<file path="src/common/fc_pkg.sv">
//====================
// FC layer package
// Layer sizes, activation scaling and bus structs
//====================

package fc_pkg;

  //====================
  // Layer geometry
  //====================
  // Memory address width
  localparam int ADDR_WIDTH = 19;
  // Bytes per read beat
  localparam int CHUNK_BYTES = 8;
  // Fixed input vector length
  localparam int VEC_BYTES = 32;
  // Read beats per weight row
  localparam int CHUNKS_PER_ROW = VEC_BYTES / CHUNK_BYTES;
  // Largest supported row count
  localparam int MAX_ROWS = 128;
  // Address step between biases
  localparam int BIAS_BYTES = 4;

  //====================
  // Activation
  //====================
  // Weight scale 7 plus ReLU factor 1
  localparam int LOG2_SCALE = 8;
  // Clip level of the output byte
  localparam int OUT_MAX = 255;

  //====================
  // Types
  //====================
  typedef logic [ADDR_WIDTH-1:0] addr_t;
  // Holds 0..MAX_ROWS inclusive
  typedef logic [$clog2(MAX_ROWS):0] row_count_t;
  // Lane 0 sits in bits 7:0
  typedef logic [CHUNK_BYTES*8-1:0] chunk_t;
  typedef logic signed [31:0] bias_t;
  typedef logic signed [31:0] acc_t;
  typedef logic [7:0] out_byte_t;

  // Layer setup, stable from go until done
  typedef struct packed {
    addr_t      addr_x;
    addr_t      addr_w;
    addr_t      addr_b;
    addr_t      addr_z;
    row_count_t num_rows;
  } fc_cfg_t;

  // Read request, held until valid
  typedef struct packed {
    logic  req;
    addr_t addr;
  } rd_req_t;

  // Write request, held until ack
  typedef struct packed {
    logic      req;
    addr_t     addr;
    out_byte_t data;
  } wr_req_t;

endpackage

</file>
<file path="src/design/fc_fetch_port.sv">
//====================
// FC fetch port
// One read channel, request until valid, payload held until consumed
//====================

`timescale 1ns/1ns

module fc_fetch_port #(
  parameter type payload_t = fc_pkg::chunk_t
) (
  input  logic            clk,
  input  logic            rst_n,
  input  logic            start,
  input  fc_pkg::addr_t   addr,
  input  logic            consume,
  output fc_pkg::rd_req_t mem_req,
  input  logic            mem_valid,
  input  payload_t        mem_data,
  output logic            ready,
  output payload_t        payload
);

  logic          req_q;
  fc_pkg::addr_t addr_q;
  payload_t      payload_q;

  //====================
  // Handshake state
  //====================
  always_ff @(posedge clk or negedge rst_n)
  begin
    if (!rst_n)
    begin
      req_q <= 1'b0;
      ready <= 1'b0;
    end
    else
    begin
      // Request drops right after the valid beat
      if (start)
        req_q <= 1'b1;
      else if (mem_valid)
        req_q <= 1'b0;
      // Valid wins, a consume never lands on the same beat
      if (req_q && mem_valid)
        ready <= 1'b1;
      else if (consume)
        ready <= 1'b0;
    end
  end

  // Address and payload capture
  always_ff @(posedge clk)
  begin
    if (start)
      addr_q <= addr;
    if (req_q && mem_valid)
      payload_q <= mem_data;
  end

  assign mem_req = '{req: req_q, addr: addr_q};
  // Stays valid after consume, bias is read at row end
  assign payload = payload_q;

endmodule

</file>
<file path="src/design/fc_sequencer.sv">
//====================
// FC sequencer
// Row and chunk FSM, read address generation, busy and done
//====================

`timescale 1ns/1ns

module fc_sequencer (
  input  logic               clk,
  input  logic               rst_n,
  input  fc_pkg::fc_cfg_t    cfg,
  input  logic               go,
  output logic               start_pic,
  output logic               start_wgt,
  output logic               start_bias,
  output fc_pkg::addr_t      addr_pic,
  output fc_pkg::addr_t      addr_wgt,
  output fc_pkg::addr_t      addr_bias,
  input  logic               ready_pic,
  input  logic               ready_wgt,
  input  logic               ready_bias,
  output logic               consume,
  output logic               accumulate,
  output logic               first_chunk,
  output logic               row_end,
  output fc_pkg::row_count_t row_index,
  input  logic               write_done,
  output logic               busy,
  output logic               done
);

  typedef enum logic [1:0] {S_IDLE, S_FETCH, S_ACC, S_WRITE} state_t;

  state_t                                      state;
  logic [$clog2(fc_pkg::CHUNKS_PER_ROW)-1:0]   chunk_cnt;
  logic [$clog2(fc_pkg::CHUNKS_PER_ROW)-1:0]   tgt_chunk;
  fc_pkg::row_count_t                          row_cnt;
  fc_pkg::row_count_t                          tgt_row;
  fc_pkg::addr_t                               chunk_off;
  fc_pkg::addr_t                               row_w_off;
  fc_pkg::addr_t                               row_b_off;
  logic                                        last_chunk;
  logic                                        last_row;
  logic                                        chunk_ready;
  logic                                        start_all;

  // num_rows is taken as at least 1
  assign last_chunk = (chunk_cnt == fc_pkg::CHUNKS_PER_ROW - 1);
  assign last_row   = (row_cnt == cfg.num_rows - 1'b1);
  // Bias only arrives with chunk 0
  assign chunk_ready = ready_pic && ready_wgt && (ready_bias || chunk_cnt != '0);

  //====================
  // Next fetch target
  //====================
  always_comb
  begin
    tgt_chunk = chunk_cnt;
    tgt_row   = row_cnt;
    case (state)
      S_IDLE:
      begin
        tgt_chunk = '0;
        tgt_row   = '0;
      end
      S_ACC:   tgt_chunk = chunk_cnt + 1'b1;
      S_WRITE:
      begin
        tgt_chunk = '0;
        tgt_row   = row_cnt + 1'b1;
      end
      default: ;
    endcase
  end

  // Fetch launch on go, after a middle chunk, or after a row's ack
  assign start_all = (state == S_IDLE && go) ||
                     (state == S_ACC && !last_chunk) ||
                     (state == S_WRITE && write_done && !last_row);
  assign start_pic  = start_all;
  assign start_wgt  = start_all;
  assign start_bias = start_all && (tgt_chunk == '0);

  // Offsets: 8k for a chunk, 32r per weight row, 4r per bias
  assign chunk_off = fc_pkg::addr_t'(tgt_chunk) * fc_pkg::addr_t'(fc_pkg::CHUNK_BYTES);
  assign row_w_off = fc_pkg::addr_t'(tgt_row) * fc_pkg::addr_t'(fc_pkg::VEC_BYTES);
  assign row_b_off = fc_pkg::addr_t'(tgt_row) * fc_pkg::addr_t'(fc_pkg::BIAS_BYTES);
  assign addr_pic  = cfg.addr_x + chunk_off;
  assign addr_wgt  = cfg.addr_w + row_w_off + chunk_off;
  assign addr_bias = cfg.addr_b + row_b_off;

  //====================
  // Control FSM
  //====================
  always_ff @(posedge clk or negedge rst_n)
  begin
    if (!rst_n)
    begin
      state     <= S_IDLE;
      chunk_cnt <= '0;
      row_cnt   <= '0;
      done      <= 1'b0;
    end
    else
    begin
      done <= 1'b0;
      case (state)
        S_IDLE:
        begin
          if (go)
          begin
            state     <= S_FETCH;
            chunk_cnt <= tgt_chunk;
            row_cnt   <= tgt_row;
          end
        end
        S_FETCH:
        begin
          if (chunk_ready)
            state <= S_ACC;
        end
        S_ACC:
        begin
          if (last_chunk)
            state <= S_WRITE;
          else
          begin
            state     <= S_FETCH;
            chunk_cnt <= tgt_chunk;
          end
        end
        S_WRITE:
        begin
          // Ack of the last row ends the run
          if (write_done && last_row)
          begin
            state <= S_IDLE;
            done  <= 1'b1;
          end
          else if (write_done)
          begin
            state     <= S_FETCH;
            chunk_cnt <= tgt_chunk;
            row_cnt   <= tgt_row;
          end
        end
        default: state <= S_IDLE;
      endcase
    end
  end

  // One cycle per chunk in S_ACC
  assign accumulate  = (state == S_ACC);
  assign consume     = accumulate;
  assign first_chunk = accumulate && (chunk_cnt == '0);
  assign row_end     = accumulate && last_chunk;
  assign row_index   = row_cnt;
  assign busy        = (state != S_IDLE);

endmodule

</file>
<file path="src/design/fc_dot_accum.sv">
//====================
// FC dot product accumulator
// 8-lane unsigned by signed products, row sum, bias add
//====================

`timescale 1ns/1ns

module fc_dot_accum (
  input  logic           clk,
  input  logic           rst_n,
  input  fc_pkg::chunk_t pic_chunk,
  input  fc_pkg::chunk_t wgt_chunk,
  input  fc_pkg::bias_t  bias,
  input  logic           accumulate,
  input  logic           first_chunk,
  input  logic           row_end,
  output logic           sum_valid,
  output fc_pkg::acc_t   sum
);

  fc_pkg::acc_t dot_sum;
  fc_pkg::acc_t acc_q;
  fc_pkg::acc_t acc_next;

  //====================
  // Chunk dot product
  //====================
  always_comb
  begin
    logic signed [16:0] prod;
    dot_sum = '0;
    for (int i = 0; i < fc_pkg::CHUNK_BYTES; i++)
    begin
      // Data byte zero extended, weight byte signed
      prod    = $signed({1'b0, pic_chunk[i*8 +: 8]}) * $signed(wgt_chunk[i*8 +: 8]);
      dot_sum = dot_sum + fc_pkg::acc_t'(prod);
    end
  end

  // First chunk restarts the row
  assign acc_next = (first_chunk ? fc_pkg::acc_t'(0) : acc_q) + dot_sum;

  // Row sum and result
  always_ff @(posedge clk)
  begin
    if (accumulate)
      acc_q <= acc_next;
    if (row_end)
      sum <= acc_next + bias;
  end

  // Result flag, one cycle after row_end
  always_ff @(posedge clk or negedge rst_n)
  begin
    if (!rst_n)
      sum_valid <= 1'b0;
    else
      sum_valid <= row_end;
  end

endmodule

</file>
<file path="src/design/fc_result_writer.sv">
//====================
// FC result writer
// Step and clip activation, one byte write per row
//====================

`timescale 1ns/1ns

module fc_result_writer (
  input  logic               clk,
  input  logic               rst_n,
  input  logic               sum_valid,
  input  fc_pkg::acc_t       sum,
  input  fc_pkg::row_count_t row_index,
  input  fc_pkg::addr_t      addr_z,
  output fc_pkg::wr_req_t    wr,
  input  logic               wr_ack,
  output logic               write_done
);

  fc_pkg::acc_t      shifted;
  fc_pkg::out_byte_t act;
  logic              req_q;
  fc_pkg::addr_t     addr_q;
  fc_pkg::out_byte_t data_q;

  //====================
  // Activation
  //====================
  // Positive sums only, so a plain shift is enough
  assign shifted = sum >>> fc_pkg::LOG2_SCALE;

  always_comb
  begin
    if (sum <= 0)
      act = '0;
    else if (shifted > fc_pkg::OUT_MAX)
      act = fc_pkg::out_byte_t'(fc_pkg::OUT_MAX);
    else
      act = shifted[7:0];
  end

  //====================
  // Write handshake
  //====================
  always_ff @(posedge clk or negedge rst_n)
  begin
    if (!rst_n)
      req_q <= 1'b0;
    else if (sum_valid)
      req_q <= 1'b1;
    else if (wr_ack)
      req_q <= 1'b0;
  end

  // One output byte per row
  always_ff @(posedge clk)
  begin
    if (sum_valid)
    begin
      addr_q <= addr_z + fc_pkg::addr_t'(row_index);
      data_q <= act;
    end
  end

  assign wr         = '{req: req_q, addr: addr_q, data: data_q};
  assign write_done = req_q && wr_ack;

endmodule

</file>
<file path="src/design/fc_top.sv">
//====================
// FC layer top
// Three fetch ports, sequencer, dot product and writer
//====================

`timescale 1ns/1ns

module fc_top (
  input  logic            clk,
  input  logic            rst_n,
  input  fc_pkg::fc_cfg_t cfg,
  input  logic            go,
  output logic            done,
  output logic            busy,
  output fc_pkg::rd_req_t pic_req,
  input  logic            pic_valid,
  input  fc_pkg::chunk_t  pic_data,
  output fc_pkg::rd_req_t wgt_req,
  input  logic            wgt_valid,
  input  fc_pkg::chunk_t  wgt_data,
  output fc_pkg::rd_req_t bias_req,
  input  logic            bias_valid,
  input  fc_pkg::bias_t   bias_data,
  output fc_pkg::wr_req_t wr_req,
  input  logic            wr_ack
);

  logic               start_pic, start_wgt, start_bias;
  fc_pkg::addr_t      addr_pic, addr_wgt, addr_bias;
  logic               ready_pic, ready_wgt, ready_bias;
  fc_pkg::chunk_t     pic_chunk, wgt_chunk;
  fc_pkg::bias_t      bias_word;
  logic               consume, accumulate, first_chunk, row_end;
  fc_pkg::row_count_t row_index;
  logic               sum_valid, write_done;
  fc_pkg::acc_t       sum;

  //====================
  // Read channels
  //====================
  fc_fetch_port #(.payload_t(fc_pkg::chunk_t)) u_pic_port (
    .clk, .rst_n, .start(start_pic), .addr(addr_pic), .consume,
    .mem_req(pic_req), .mem_valid(pic_valid), .mem_data(pic_data),
    .ready(ready_pic), .payload(pic_chunk)
  );

  fc_fetch_port #(.payload_t(fc_pkg::chunk_t)) u_wgt_port (
    .clk, .rst_n, .start(start_wgt), .addr(addr_wgt), .consume,
    .mem_req(wgt_req), .mem_valid(wgt_valid), .mem_data(wgt_data),
    .ready(ready_wgt), .payload(wgt_chunk)
  );

  // Bias port, one word per row
  fc_fetch_port #(.payload_t(fc_pkg::bias_t)) u_bias_port (
    .clk, .rst_n, .start(start_bias), .addr(addr_bias), .consume,
    .mem_req(bias_req), .mem_valid(bias_valid), .mem_data(bias_data),
    .ready(ready_bias), .payload(bias_word)
  );

  //====================
  // Pipeline stages
  //====================
  fc_sequencer u_sequencer (
    .clk, .rst_n, .cfg, .go, .start_pic, .start_wgt, .start_bias,
    .addr_pic, .addr_wgt, .addr_bias, .ready_pic, .ready_wgt, .ready_bias,
    .consume, .accumulate, .first_chunk, .row_end, .row_index,
    .write_done, .busy, .done
  );

  fc_dot_accum u_dot_accum (
    .clk, .rst_n, .pic_chunk, .wgt_chunk, .bias(bias_word), .accumulate,
    .first_chunk, .row_end, .sum_valid, .sum
  );

  fc_result_writer u_result_writer (
    .clk, .rst_n, .sum_valid, .sum, .row_index, .addr_z(cfg.addr_z),
    .wr(wr_req), .wr_ack, .write_done
  );

endmodule

</file>
<file path="config.mk">
export PLATFORM = sky130hd
export DESIGN_NAME = fc_top
export DESIGN_NICKNAME = d
export VERILOG_FILES = /design/src/common/fc_pkg.sv /design/src/design/fc_fetch_port.sv /design/src/design/fc_sequencer.sv /design/src/design/fc_dot_accum.sv /design/src/design/fc_result_writer.sv /design/src/design/fc_top.sv
export SDC_FILE = /design/constraint.sdc
export NUM_CORES = 2
export LEC_CHECK = 0
export BUFFER_PORTS_ARGS = -buffer_cell sky130_fd_sc_hd__buf_4
export CORE_MARGIN = 1
export CORE_UTILIZATION = 60
export DETAILED_ROUTE_END_ITERATION = 8
export GPL_ROUTABILITY_DRIVEN = 0
export GPL_TIMING_DRIVEN = 0
export PLACE_DENSITY = 0.81
export SYNTH_ARGS = -nofsm -noshare
export SYNTH_HDL_FRONTEND = slang
export SYNTH_HIERARCHICAL = 1
export SYNTH_SLANG_ARGS = --single-unit
</file>
<file path="constraint.sdc">
create_clock -name clk -period 15.7 [get_ports clk]
set_input_delay 0 -clock clk [delete_from_list [all_inputs] [get_ports clk]]
set_output_delay 0 -clock clk [all_outputs]
set_load 0.05 [all_outputs]
</file>
==> flow_summary.toml <==
[finish]
fin_nets = 4992
final_cell_mix = "669 x inv_1, 513 x fa_1, 361 x ha_1, 347 x buf_4, 308 x and2_1"
fillers = 3835
drive_gt1_share_pct = 11.9
final_common_cell = "inv_1"
syn2layout_area_growth_pct = 20.9

[timing]
rsz0062_at_grt = "false"
setup-violations-final = 0
skew_ns = 0.0277
timing.final.hold_violations = 0
relSlewSlack_pct = 19.4
fin_setup_tns_ns = 0
min_period_over_period_pct = 81.4
period_needed_ns = 12.78
fmax_mhz = 78.3
worst_slew_pin_slew_ns = 1.21
slew_viol_final = 0

[global_routing]
track_usage_pct = 32.0
grt_pass1_vias = 27736
grt_max_degree = 66
gr-total-overflow = 0
grt_pass1_wl_mm = 147
antenna_found_initial = 4

[floorplanning]
die_area_mm2 = 0.0597
start_util_pct = 60.9
die_w_um = 244
io_pins = 341
die_h_um = 244
core.rowCount = 88
core_area_mm2 = 0.0578

[worst_setup_path]
cp.required_ns = 16.00
arrival_ns = 13.07
cp_common_cell = "fa_1"
slowest_stage = "edfxtp_1"
slowest_delay_ns = 0.68
startpoint_type = "register"
critPathKind = "reg -> reg"
worst_setup_path_end_kind = "register"
crit_fanout = 8

[clocking]
cts_max_level = 2
clock_sinks = 321
cts.path.max_buffers = 3
cts_buffers = 37
clk-insertion-delay-late_ns = 0.58
cts_tree = "done"
cts.clk_slew.worst_paths_ns = 0.06
root_buffer = "clkbuf_16"

[logic_synthesis]
synth_area_mm2 = 0.0352
avgSynthCellArea_um2 = 10.9
yosysWarnings = 6
synth_cells = 3234
synthesis.nets = 4360

[status]
outcome = "completed"

[drt]
wl_per_cell_um = 20.0
dr_total_vias = 25783
drc = 0
drt_iter0_markers = 1680
avgViaCountPerCell = 5.53
wl_mm = 93.3
drtPass1Iterations = 6
ant_nets = 0

[placement]
port_buffers = 332
dp_hpwl_mm = 71.3

[worst_hold_path]
worstHoldPathType = "in -> reg"

[run]
cap_violations = 0
## cell type report
type / instances / area, µm² / share of cell area (%)
antenna: 4 / 10.0 / 0.0235
buffer: 31 / 184 / 0.432
clock buffer: 48 / 977 / 2.29
clock inverter: 19 / 288 / 0.676
inverter: 671 / 2520 / 5.91
multi-input combinational: 2211 / 23000 / 54.0
sequential: 321 / 9540 / 22.4
tap: 765 / 957 / 2.25
timing repair buffer: 593 / 5110 / 12.0
## worst paths after layout
path / slack [ns] / end / from / cells past startpoint
min reg2reg: 0.48 / u_pic_port/ready / u_pic_port/ready / 1
max reg2reg: 2.92 / u_dot_accum/sum[31] / u_wgt_port/payload[15] / 42
min: 0.06 / u_result_writer/addr_q[5] / cfg[13] / 3
max: 2.92 / u_dot_accum/sum[31] / u_wgt_port/payload[15] / 42
min in group asynchronous: 0.73 / u_dot_accum/sum_valid / rst_n / 3
max in group asynchronous: 14.26 / u_dot_accum/sum_valid / rst_n / 3
## through the flow
| step | hold slack, ns | cell area, µm² | utilization (%) | setup WS [ns] | cells |
|---|---|---|---|---|---|
| 5_1_grt | 0.0769 | 42600 | 73.7 | 2.40 | 4663 |
| 6_report | 0.0581 | 42600 | 73.7 | 2.92 | 4663 |
| 3_5_place_dp | -0.0785 | 38700 | 67.0 | 3.06 | 4334 |
| 4_1_cts | 0.00846 | 42600 | 73.7 | 2.99 | 4659 |
| 3_3_place_gp | -0.0807 | 38700 | 66.9 | 3.17 | 4331 |
| 2_1_floorplan | -0.296 | 35200 | - | 4.25 | 3234 |
## worst max-delay path, delay by kind of cell, from the launching register on
family	cells	cell delay, ns
AO/OA/AOI/OAI	14	2.82
adder cells (fa/ha/maj)	13	6.06
buffers and inverters	3	0.55
AND/OR/NAND/NOR	10	1.87
XOR/XNOR	2	0.49
flip-flops	1	0.68
## flip-flops by register name, summed over array words and instances, names as in the netlist, 2 cells and up
signal,cells
u_bias_port/addr_q,19
u_result_writer/data_q,8
u_pic_port/addr_q,19
u_wgt_port/payload,64
u_result_writer/addr_q,19
u_sequencer/row_index,8
u_bias_port/payload,32
u_sequencer/chunk_cnt,2
u_dot_accum/acc_q,32
u_pic_port/payload,64
u_dot_accum/sum,24
u_sequencer/state,2
u_wgt_port/addr_q,19
## per-layer routing
layer	global-route usage [%]	wire length [µm]	vias up
li1	-	-	11614
met2	54.6	46400	1103
met1	39.5	35400	12841
met4	14.1	4300	0
met3	6.45	7250	225
met5	0	0	-
## what timing repair did
item	in CTS	in global routing
hold buffers	258	0
resized for setup	0	0
hold endpoints to repair	261	0
setup endpoints to repair	0	0
buffers inserted	0	0
Power is not shown: default switching activity piles up to over one toggle a cycle in this logic, so the estimate is an artifact.
